==> config.mk <==
export PLATFORM = sky130hd
export DESIGN_NAME = udp_rx_buffer_top
export DESIGN_NICKNAME = d
export VERILOG_FILES = /design/src/verilog/udp_net_pkg.sv /design/src/verilog/udp_buf_pkg.sv /design/src/verilog/udp_rx_buffer_top.sv /design/src/verilog/buffer_writer.sv /design/src/verilog/payload_packer.sv /design/src/verilog/rx_slot_counter.sv /design/src/verilog/rx_frame_fsm.sv
export SDC_FILE = /design/constraint.sdc
export NUM_CORES = 1
export LEC_CHECK = 0
export ABC_AREA = 1
export BUFFER_PORTS_ARGS = -buffer_cell sky130_fd_sc_hd__buf_2
export CAP_MARGIN = 10
export CORE_UTILIZATION = 60
export CTS_CLUSTER_SIZE = 40
export DETAILED_ROUTE_END_ITERATION = 10
export PLACE_DENSITY = 0.87
export SLEW_MARGIN = 0
export SYNTH_ARGS = -nofsm -noshare
export SYNTH_HDL_FRONTEND = slang
export SYNTH_HIERARCHICAL = 1
export SYNTH_SLANG_ARGS = --single-unit
==> constraint.sdc <==
create_clock -name clk -period 15.15 [get_ports clk]
set_input_delay 1.515 -clock clk [delete_from_list [all_inputs] [get_ports clk]]
set_output_delay 1.515 -clock clk [all_outputs]
set_load 0.01 [all_outputs]
==> src/verilog/udp_net_pkg.sv <==
/* Network field widths, UDP constants and field types
   for the receive path */
package udp_net_pkg;

    // IPv4 address
    localparam int IP_WIDTH = 32;

    // UDP port and length fields
    localparam int PORT_WIDTH = 16;
    localparam int LEN_WIDTH  = 16;

    // UDP header size; the UDP length field includes it
    localparam int UDP_HDR_BYTES = 8;

    typedef logic [IP_WIDTH-1:0]   ip_addr_t;
    typedef logic [PORT_WIDTH-1:0] udp_port_t;
    typedef logic [LEN_WIDTH-1:0]  udp_len_t;

endpackage
==> src/verilog/udp_buf_pkg.sv <==
/* Host buffer word, keep and address widths, and the stored
   word union with its slot header view */
package udp_buf_pkg;

    // One buffer word is 64 bits with a keep bit per byte
    localparam int WORD_WIDTH = 64;
    localparam int KEEP_WIDTH = 8;
    localparam int WORD_BYTES = 8;

    // Host byte address
    localparam int ADDR_WIDTH = 32;

    typedef logic [ADDR_WIDTH-1:0] buf_addr_t;
    typedef logic [KEEP_WIDTH-1:0] buf_keep_t;

    // Slot header word, source IP in the top bits
    typedef struct packed {
        udp_net_pkg::ip_addr_t  src_ip;
        udp_net_pkg::udp_port_t src_port;
        udp_net_pkg::udp_len_t  payload_len;
    } rx_slot_hdr_t;

    // Same stored word seen as payload bits or as a slot header
    typedef union packed {
        logic [WORD_WIDTH-1:0] raw;
        rx_slot_hdr_t          hdr;
    } buf_word_u;

endpackage

==> src/verilog/udp_rx_buffer_top.sv <==
/* UDP receive buffer top: frame FSM, slot counter, payload packer
   and buffer writer */
module udp_rx_buffer_top #(
    parameter int                     BUFFER_RX_LENGTH     = 32,
    parameter int                     BUFFER_ELEM_MAX_SIZE = 2048,
    parameter int                     MAX_UDP_PORTS        = 1024,
    parameter udp_buf_pkg::buf_addr_t BUFFER_BASE_ADDR     = 32'h1000_0000
) (
    input  logic                                  clk,
    input  logic                                  rst_n_i,
    input  logic                                  hdr_valid_i,
    input  udp_net_pkg::ip_addr_t                 hdr_source_ip_i,
    input  udp_net_pkg::udp_port_t                hdr_source_port_i,
    input  udp_net_pkg::udp_port_t                hdr_dest_port_i,
    input  udp_net_pkg::udp_len_t                 hdr_udp_length_i,
    output logic                                  hdr_ready_o,
    input  logic [7:0]                            payload_tdata_i,
    input  logic                                  payload_tvalid_i,
    input  logic                                  payload_tlast_i,
    output logic                                  payload_tready_o,
    output udp_buf_pkg::buf_addr_t                wr_addr_o,
    output logic [udp_buf_pkg::WORD_WIDTH-1:0]    wr_data_o,
    output udp_buf_pkg::buf_keep_t                wr_keep_o,
    output logic                                  wr_valid_o,
    input  logic                                  wr_ready_i,
    input  logic                                  pop_i,
    output logic [$clog2(BUFFER_RX_LENGTH+1)-1:0] rx_pending_o,
    output logic                                  buffer_rx_pushed_interr_o
);

    localparam int IDX_W = $clog2(BUFFER_RX_LENGTH);

    logic                   pack_en;
    logic                   pack_ready;
    logic                   full;
    logic                   slot_push;
    logic                   last_done;
    logic                   hdr_load;
    udp_buf_pkg::buf_word_u hdr_word;
    logic                   hdr_written;
    logic [IDX_W-1:0]       slot_idx;
    udp_buf_pkg::buf_addr_t slot_idx_addr;
    udp_buf_pkg::buf_word_u word;
    udp_buf_pkg::buf_keep_t keep;
    logic                   word_last;
    logic                   word_valid;
    logic                   word_ready;

    // Slot index widened for address arithmetic
    assign slot_idx_addr = udp_buf_pkg::ADDR_WIDTH'(slot_idx);

    rx_frame_fsm #(
        .MAX_UDP_PORTS        (MAX_UDP_PORTS),
        .BUFFER_ELEM_MAX_SIZE (BUFFER_ELEM_MAX_SIZE)
    ) u_rx_frame_fsm (
        .clk               (clk),
        .rst_n_i           (rst_n_i),
        .hdr_valid_i       (hdr_valid_i),
        .hdr_source_ip_i   (hdr_source_ip_i),
        .hdr_source_port_i (hdr_source_port_i),
        .hdr_dest_port_i   (hdr_dest_port_i),
        .hdr_udp_length_i  (hdr_udp_length_i),
        .hdr_ready_o       (hdr_ready_o),
        .payload_tvalid_i  (payload_tvalid_i),
        .payload_tlast_i   (payload_tlast_i),
        .payload_tready_o  (payload_tready_o),
        .pack_en_o         (pack_en),
        .pack_ready_i      (pack_ready),
        .full_i            (full),
        .slot_push_o       (slot_push),
        .last_done_i       (last_done),
        .hdr_load_o        (hdr_load),
        .hdr_word_o        (hdr_word),
        .hdr_written_i     (hdr_written),
        .interr_o          (buffer_rx_pushed_interr_o)
    );

    rx_slot_counter #(
        .BUFFER_RX_LENGTH (BUFFER_RX_LENGTH)
    ) u_rx_slot_counter (
        .clk         (clk),
        .rst_n_i     (rst_n_i),
        .slot_push_i (slot_push),
        .pop_i       (pop_i),
        .full_o      (full),
        .slot_idx_o  (slot_idx),
        .pending_o   (rx_pending_o)
    );

    payload_packer u_payload_packer (
        .clk              (clk),
        .rst_n_i          (rst_n_i),
        .pack_en_i        (pack_en),
        .payload_tdata_i  (payload_tdata_i),
        .payload_tvalid_i (payload_tvalid_i),
        .payload_tlast_i  (payload_tlast_i),
        .payload_tready_o (pack_ready),
        .word_o           (word),
        .keep_o           (keep),
        .word_last_o      (word_last),
        .word_valid_o     (word_valid),
        .word_ready_i     (word_ready)
    );

    buffer_writer #(
        .BUFFER_BASE_ADDR     (BUFFER_BASE_ADDR),
        .BUFFER_ELEM_MAX_SIZE (BUFFER_ELEM_MAX_SIZE)
    ) u_buffer_writer (
        .clk           (clk),
        .rst_n_i       (rst_n_i),
        .slot_idx_i    (slot_idx_addr),
        .hdr_load_i    (hdr_load),
        .hdr_word_i    (hdr_word),
        .hdr_written_o (hdr_written),
        .word_i        (word),
        .keep_i        (keep),
        .word_last_i   (word_last),
        .word_valid_i  (word_valid),
        .word_ready_o  (word_ready),
        .last_done_o   (last_done),
        .wr_addr_o     (wr_addr_o),
        .wr_data_o     (wr_data_o),
        .wr_keep_o     (wr_keep_o),
        .wr_valid_o    (wr_valid_o),
        .wr_ready_i    (wr_ready_i)
    );

endmodule

==> src/verilog/buffer_writer.sv <==
/* Slot address generation and the registered memory write port
   for header and payload words */
module buffer_writer #(
    parameter udp_buf_pkg::buf_addr_t BUFFER_BASE_ADDR     = 32'h1000_0000,
    parameter int                     BUFFER_ELEM_MAX_SIZE = 2048
) (
    input  logic                                clk,
    input  logic                                rst_n_i,
    input  udp_buf_pkg::buf_addr_t              slot_idx_i,
    input  logic                                hdr_load_i,
    input  udp_buf_pkg::buf_word_u              hdr_word_i,
    output logic                                hdr_written_o,
    input  udp_buf_pkg::buf_word_u              word_i,
    input  udp_buf_pkg::buf_keep_t              keep_i,
    input  logic                                word_last_i,
    input  logic                                word_valid_i,
    output logic                                word_ready_o,
    output logic                                last_done_o,
    output udp_buf_pkg::buf_addr_t              wr_addr_o,
    output logic [udp_buf_pkg::WORD_WIDTH-1:0]  wr_data_o,
    output udp_buf_pkg::buf_keep_t              wr_keep_o,
    output logic                                wr_valid_o,
    input  logic                                wr_ready_i
);

    localparam udp_buf_pkg::buf_addr_t SLOT_BYTES = udp_buf_pkg::ADDR_WIDTH'(BUFFER_ELEM_MAX_SIZE);
    localparam udp_buf_pkg::buf_addr_t WORD_STEP  = udp_buf_pkg::ADDR_WIDTH'(udp_buf_pkg::WORD_BYTES);

    udp_buf_pkg::buf_addr_t slot_base;
    udp_buf_pkg::buf_addr_t next_addr_q;
    logic                   is_hdr_q;
    logic                   is_last_q;
    logic                   wr_hs;
    logic                   word_hs;

    assign slot_base = BUFFER_BASE_ADDR + slot_idx_i * SLOT_BYTES;

    assign wr_hs        = wr_valid_o && wr_ready_i;
    assign word_ready_o = !wr_valid_o || wr_ready_i;
    assign word_hs      = word_valid_i && word_ready_o;

    assign hdr_written_o = wr_hs && is_hdr_q;
    assign last_done_o   = wr_hs && !is_hdr_q && is_last_q;

    always_ff @(posedge clk or negedge rst_n_i) begin
        if (!rst_n_i) begin
            wr_valid_o <= 1'b0;
            is_hdr_q   <= 1'b0;
            is_last_q  <= 1'b0;
        end else if (hdr_load_i) begin
            wr_valid_o <= 1'b1;
            is_hdr_q   <= 1'b1;
            is_last_q  <= 1'b0;
        end else if (word_hs) begin
            wr_valid_o <= 1'b1;
            is_hdr_q   <= 1'b0;
            is_last_q  <= word_last_i;
        end else if (wr_hs) begin
            wr_valid_o <= 1'b0;
        end
    end

    // Header at the slot base, payload from the next word on
    always_ff @(posedge clk) begin
        if (hdr_load_i) begin
            wr_addr_o   <= slot_base;
            wr_data_o   <= hdr_word_i.raw;
            wr_keep_o   <= '1;
            next_addr_q <= slot_base + WORD_STEP;
        end else if (word_hs) begin
            wr_addr_o   <= next_addr_q;
            wr_data_o   <= word_i.raw;
            wr_keep_o   <= keep_i;
            next_addr_q <= next_addr_q + WORD_STEP;
        end
    end

endmodule

==> src/verilog/payload_packer.sv <==
/* Byte to word packer: little-endian lanes, keeps, and a held output word */
module payload_packer (
    input  logic                   clk,
    input  logic                   rst_n_i,
    input  logic                   pack_en_i,
    input  logic [7:0]             payload_tdata_i,
    input  logic                   payload_tvalid_i,
    input  logic                   payload_tlast_i,
    output logic                   payload_tready_o,
    output udp_buf_pkg::buf_word_u word_o,
    output udp_buf_pkg::buf_keep_t keep_o,
    output logic                   word_last_o,
    output logic                   word_valid_o,
    input  logic                   word_ready_i
);

    localparam int LANE_W = $clog2(udp_buf_pkg::KEEP_WIDTH);

    logic [udp_buf_pkg::WORD_WIDTH-1:0] acc_data_q;
    udp_buf_pkg::buf_keep_t             acc_keep_q;
    logic [LANE_W-1:0]                  lane_q;
    logic [udp_buf_pkg::WORD_WIDTH-1:0] next_data;
    udp_buf_pkg::buf_keep_t             next_keep;
    logic                               byte_hs;
    logic                               emit;

    // Input stalls while a finished word is still waiting
    assign payload_tready_o = pack_en_i && (!word_valid_o || word_ready_i);
    assign byte_hs          = payload_tvalid_i && payload_tready_o;
    assign emit             = byte_hs && (payload_tlast_i || (&lane_q));

    always_comb begin
        next_data                  = acc_data_q;
        next_data[lane_q*8 +: 8]   = payload_tdata_i;
        next_keep                  = acc_keep_q | (udp_buf_pkg::buf_keep_t'(1) << lane_q);
    end

    always_ff @(posedge clk or negedge rst_n_i) begin
        if (!rst_n_i) begin
            acc_data_q <= '0;
            acc_keep_q <= '0;
            lane_q     <= '0;
        end else if (emit) begin
            acc_data_q <= '0;
            acc_keep_q <= '0;
            lane_q     <= '0;
        end else if (byte_hs) begin
            acc_data_q <= next_data;
            acc_keep_q <= next_keep;
            lane_q     <= lane_q + 1'b1;
        end
    end

    // Output word register
    always_ff @(posedge clk or negedge rst_n_i) begin
        if (!rst_n_i) begin
            word_valid_o <= 1'b0;
            word_last_o  <= 1'b0;
        end else if (emit) begin
            word_valid_o <= 1'b1;
            word_last_o  <= payload_tlast_i;
        end else if (word_ready_i) begin
            word_valid_o <= 1'b0;
        end
    end

    always_ff @(posedge clk) begin
        if (emit) begin
            word_o.raw <= next_data;
            keep_o     <= next_keep;
        end
    end

endmodule

==> src/verilog/rx_slot_counter.sv <==
/* Receive ring bookkeeping: write slot index, occupancy and full flag */
module rx_slot_counter #(
    parameter int BUFFER_RX_LENGTH = 32
) (
    input  logic                                  clk,
    input  logic                                  rst_n_i,
    input  logic                                  slot_push_i,
    input  logic                                  pop_i,
    output logic                                  full_o,
    output logic [$clog2(BUFFER_RX_LENGTH)-1:0]   slot_idx_o,
    output logic [$clog2(BUFFER_RX_LENGTH+1)-1:0] pending_o
);

    localparam int IDX_W = $clog2(BUFFER_RX_LENGTH);
    localparam int CNT_W = $clog2(BUFFER_RX_LENGTH + 1);

    logic [IDX_W-1:0] wr_idx_q;
    logic [CNT_W-1:0] count_q;
    logic             pop_valid;

    // Pop on an empty ring is ignored
    assign pop_valid = pop_i && (count_q != '0);

    assign full_o     = (count_q == CNT_W'(BUFFER_RX_LENGTH));
    assign slot_idx_o = wr_idx_q;
    assign pending_o  = count_q;

    // Write index wraps at the ring length
    always_ff @(posedge clk or negedge rst_n_i) begin
        if (!rst_n_i) begin
            wr_idx_q <= '0;
        end else if (slot_push_i) begin
            if (wr_idx_q == IDX_W'(BUFFER_RX_LENGTH - 1)) begin
                wr_idx_q <= '0;
            end else begin
                wr_idx_q <= wr_idx_q + 1'b1;
            end
        end
    end

    // Push and pop together cancel out
    always_ff @(posedge clk or negedge rst_n_i) begin
        if (!rst_n_i) begin
            count_q <= '0;
        end else if (slot_push_i && !pop_valid) begin
            count_q <= count_q + 1'b1;
        end else if (pop_valid && !slot_push_i) begin
            count_q <= count_q - 1'b1;
        end
    end

endmodule

==> src/verilog/rx_frame_fsm.sv <==
/* Receive frame FSM: accept/drop decision per header, then header write,
   payload and completion sequencing, or discard of a dropped payload */
module rx_frame_fsm #(
    parameter int MAX_UDP_PORTS        = 1024,
    parameter int BUFFER_ELEM_MAX_SIZE = 2048
) (
    input  logic                   clk,
    input  logic                   rst_n_i,
    input  logic                   hdr_valid_i,
    input  udp_net_pkg::ip_addr_t  hdr_source_ip_i,
    input  udp_net_pkg::udp_port_t hdr_source_port_i,
    input  udp_net_pkg::udp_port_t hdr_dest_port_i,
    input  udp_net_pkg::udp_len_t  hdr_udp_length_i,
    output logic                   hdr_ready_o,
    input  logic                   payload_tvalid_i,
    input  logic                   payload_tlast_i,
    output logic                   payload_tready_o,
    output logic                   pack_en_o,
    input  logic                   pack_ready_i,
    input  logic                   full_i,
    output logic                   slot_push_o,
    input  logic                   last_done_i,
    output logic                   hdr_load_o,
    output udp_buf_pkg::buf_word_u hdr_word_o,
    input  logic                   hdr_written_i,
    output logic                   interr_o
);

    localparam logic [2:0] ST_IDLE    = 3'd0;
    localparam logic [2:0] ST_HDR_WR  = 3'd1;
    localparam logic [2:0] ST_PAYLOAD = 3'd2;
    localparam logic [2:0] ST_DONE    = 3'd3;
    localparam logic [2:0] ST_DISCARD = 3'd4;

    // Largest payload that fits behind the header word
    localparam int MAX_PAYLOAD = BUFFER_ELEM_MAX_SIZE - udp_buf_pkg::WORD_BYTES;

    logic [2:0]            state_q;
    logic                  last_seen_q;
    udp_net_pkg::udp_len_t payload_len;
    logic                  accept;
    logic                  byte_last_hs;

    assign payload_len = hdr_udp_length_i - udp_net_pkg::LEN_WIDTH'(udp_net_pkg::UDP_HDR_BYTES);

    assign accept = (32'(hdr_dest_port_i) < MAX_UDP_PORTS) &&
                    (32'(payload_len) <= MAX_PAYLOAD) && !full_i;

    always_comb begin
        hdr_word_o.hdr.src_ip      = hdr_source_ip_i;
        hdr_word_o.hdr.src_port    = hdr_source_port_i;
        hdr_word_o.hdr.payload_len = payload_len;
    end

    assign hdr_ready_o = (state_q == ST_IDLE);
    assign hdr_load_o  = hdr_ready_o && hdr_valid_i && accept;

    // Bytes go to the packer until tlast, a drop swallows everything
    assign pack_en_o        = (state_q == ST_PAYLOAD) && !last_seen_q;
    assign payload_tready_o = (state_q == ST_DISCARD) || ((state_q == ST_PAYLOAD) && pack_ready_i);
    assign byte_last_hs     = payload_tvalid_i && payload_tready_o && payload_tlast_i;

    // Slot counted on the last write, interrupt follows a cycle later
    assign slot_push_o = (state_q == ST_PAYLOAD) && last_done_i;
    assign interr_o    = (state_q == ST_DONE);

    always_ff @(posedge clk or negedge rst_n_i) begin
        if (!rst_n_i) begin
            state_q     <= ST_IDLE;
            last_seen_q <= 1'b0;
        end else begin
            case (state_q)
                ST_IDLE: begin
                    last_seen_q <= 1'b0;
                    if (hdr_valid_i) begin
                        state_q <= accept ? ST_HDR_WR : ST_DISCARD;
                    end
                end
                ST_HDR_WR: begin
                    if (hdr_written_i) begin
                        state_q <= ST_PAYLOAD;
                    end
                end
                ST_PAYLOAD: begin
                    if (byte_last_hs) begin
                        last_seen_q <= 1'b1;
                    end
                    if (last_done_i) begin
                        state_q <= ST_DONE;
                    end
                end
                ST_DONE: begin
                    state_q <= ST_IDLE;
                end
                ST_DISCARD: begin
                    if (byte_last_hs) begin
                        state_q <= ST_IDLE;
                    end
                end
                default: state_q <= ST_IDLE;
            endcase
        end
    end

endmodule

==> flow_summary.json <==
{
  "ir_worst_vdd_mv": 0.105,
  "setup_violations": 0,
  "finalCritPeriodShare_pct": 32.8,
  "r2r_setup_slack_ns": 11.02,
  "rsz0062_at_grt": "no",
  "synth_edf_count": 194,
  "outcome": "finished, final reports clean",
  "synthCells": 1641,
  "dp_cells": 2083,
  "final.setup_skew_ns": 0.0249,
  "dpl_cell_area_sq_um": 15600,
  "tns_ns": 0,
  "first_iter_violations": 1242,
  "insertion_delay_ns": 0.56,
  "comb_power_share_pct": 8.9,
  "hold_viol": 0,
  "yosysTopAreaCell": "edfxtp_1",
  "netlist.area_leader.share_pct": 39.4,
  "yosys_warnings": 6,
  "fin_crit_ns": 4.97,
  "nets": 1907,
  "pwr-share-clk_pct": 43.0,
  "ys_types": 49,
  "slew_headroom_pct": 25.1,
  "total_power_mw": 1.85,
  "grt_max_degree": 89,
  "wl_per_cell_um": 15.3,
  "clk_path_buf_depth": 3,
  "dr.pass1.iters": 6,
  "area_growth_pct": 12.7,
  "switching_share_pct": 23.1,
  "grt_pass1_vias": 10800,
  "routed_wl_um": 32700,
  "viasPerCell": 5.36,
  "numCtsBuffers": 30,
  "die_y_um": 159,
  "ant_nets": 0,
  "core_sq_um": 24200,
  "switchingPower_mw": 0.427,
  "criticalPathCategory": "input pin to flop",
  "yosysMostFrequentCell": "nand2_1",
  "ys_ff_latch": 297,
  "hold_path_class": "flop to flop",
  "cp.required_ns": 15.30,
  "netlist_area_sq_um": 14800,
  "p_int_mw": 1.43,
  "via_count": 11500,
  "grt_use_total_pct": 25.6,
  "crit_fanout": 88,
  "dp_hpwl_um": 21800,
  "syn_area_per_cell_sq_um": 9.02,
  "layout_setup_ws_ns": 10.18,
  "fillCellCount": 1834,
  "drc": 0,
  "hold_buffers": 0,
  "dieArea_sq_um": 25300,
  "synth.area.top_cells": "edfxtp_1 39%, dfrtp_1 16%, nand2_1 16%",
  "grt_pass1_wl_um": 52500,
  "top_level_ports": 209,
  "pwr-share-seq_pct": 48.1,
  "drive_gt1_share_pct": 18.0,
  "portBuffers": 195,
  "postCtsSetupRepairBufs": 0,
  "clock-sinks": 297,
  "cp-end-kind": "flop",
  "drv_slew": 0,
  "worst_slew_pin_slew_ns": 1.12,
  "start_util_pct": 61.0,
  "seq_area_frac_synth_pct": 56.5,
  "synthTopCellsByCount": "616 x nand2_1, 194 x edfxtp_1, 154 x inv_1",
  "clk_pin_slew_ns": 0.06,
  "leakage_nw": 7.85,
  "die_x_um": 159,
  "root_buffer": "clkbuf_16",
  "grt-ovfl-total": 0,
  "antenna_found_initial": 1,
  "cp_data_arrival_time_ns": 5.13,
  "fin_area_sq_um": 16700,
  "p_per_area_nw_per_um2": 111,
  "htreeDepth": 1,
  "cap_violations": 0,
  "max_freq_mhz": 201,
  "cts_tree": "built",
  "gp_congestion": 0.854,
  "worstSetupStartpointType": "input pin",
  "dominantRegCellSynth": "edfxtp_1",
  "post_cts_resized": 0,
  "synthArstFlopShare_pct": 32.0,
  "final-instance-count-excl-fill": 2140,
  "num_rows": 57,
  "post-place-ws_ns": 9.62
}
## layer usage
layer | vias up | part of all wire [%] | track usage, %
met4 | 0 | 2.4 | 8.00
met3 | 61 | 7.2 | 3.49
li1 | 5496 | - | -
met5 | - | 0 | 0
met2 | 456 | 51 | 45.7
met1 | 5451 | 39 | 32.4
## worst paths after layout
kind | from | end | cells after the start
min in group asynchronous | rst_n_i | u_payload_packer/acc_data_q[34] | 1
max | hdr_udp_length_i[3] | u_buffer_writer/wr_data_o[63] | 15
min reg2reg | u_payload_packer/keep_o[5] | u_buffer_writer/wr_keep_o[5] | 2
min | u_payload_packer/keep_o[5] | u_buffer_writer/wr_keep_o[5] | 2
max reg2reg | u_rx_slot_counter/pending_o[0] | u_buffer_writer/wr_data_o[63] | 13
max in group asynchronous | rst_n_i | u_rx_slot_counter/slot_idx_o[1] | 2
## final cells by class
type                            instances  area [sq um]  area share [%]
Timing Repair Buffer                  203          1040            6.22
Inverter                              164           621            3.72
Clock buffer                           45           887            5.32
Antenna cell                            1          2.50          0.0150
Multi-Input combinational cell       1095          5170            31.0
Clock inverter                         11           203            1.21
Sequential cell                       297          8360            50.1
Tap cell                              324           405            2.43
## stage by stage
stage / hold slack, ns / utilization, %
3_5_place_dp: 0.449 / 64.3
5_1_grt: 0.483 / 68.8
2_1_floorplan: 0.422 / -
3_3_place_gp: 0.449 / 64.3
4_1_cts: 0.460 / 68.8
6_report: 0.456 / 68.8
## kinds of logic (layout without fill, tap and decap cells)
kind of cell    Yosys count  count (layout)  share of synthesized area (%)
simple gates            943             943                           28.2
fa+ha+maj                21              21                           1.83
buf+inv                 270             423                           9.21
xor+xnor                  6               6                          0.457
mux                       2               2                          0.144
flops                   297             297                           56.5
compound gates          100             100                           3.62
other cells               2              24                         0.0507
## state kept, by name, summed over array words and instances (netlist names)
register and cells:
u_rx_frame_fsm/last_seen_q 1, u_buffer_writer/is_last_q 1, u_buffer_writer/wr_addr_o 29, u_rx_slot_counter/pending_o 6, u_buffer_writer/is_hdr_q 1, u_rx_frame_fsm/state_q 3
u_buffer_writer/wr_keep_o 8, u_buffer_writer/wr_valid_o 1, u_payload_packer/acc_data_q 64, u_payload_packer/keep_o 8, u_buffer_writer/next_addr_q 29, u_payload_packer/lane_q 3
u_payload_packer/word_last_o 1, u_payload_packer/acc_keep_q 8, u_rx_slot_counter/slot_idx_o 5, u_payload_packer/word_o 64, u_buffer_writer/wr_data_o 64, u_payload_packer/word_valid_o 1
## power groups by stage
stage	combinational [mW]	clock [mW]	sequential, mW
after floorplan	0.114	0	0.909
after detailed placement	0.161	0	0.908
after global routing	0.185	0.840	0.894
after CTS	0.163	0.808	0.892
after global placement	0.154	0	0.907
final	0.164	0.798	0.892
## worst max-delay path, stage by stage
cell     delay, ns
buf_2         0.10
inv_1         0.13
ha_1          0.32
nand2_2       0.12
nor2_2        0.15
nand2_1       0.06
nand2_1       0.08
nand4_1       0.10
nor2_1        0.24
nand3_2       0.14
nor2_4        0.10
buf_4         0.45
nor2_1        0.18
inv_4         0.42
buf_4         0.89
## layout by cell type (no fill, tap or decap), drive strengths merged, types with 5 or more instances in the layout
cell and count:
dfrtp 95, inv 162, clkbuf 45, nand4 25, a21oi 21, edfxtp 194, nor3 15, bufinv 5
dfxtp 8, nand3 113, clkinv 8, buf 203, conb 23, nand2 634, and2 42, o21ai 71
nor2 106, ha 20
No activity file was read; power rests on OpenSTA's default activity.
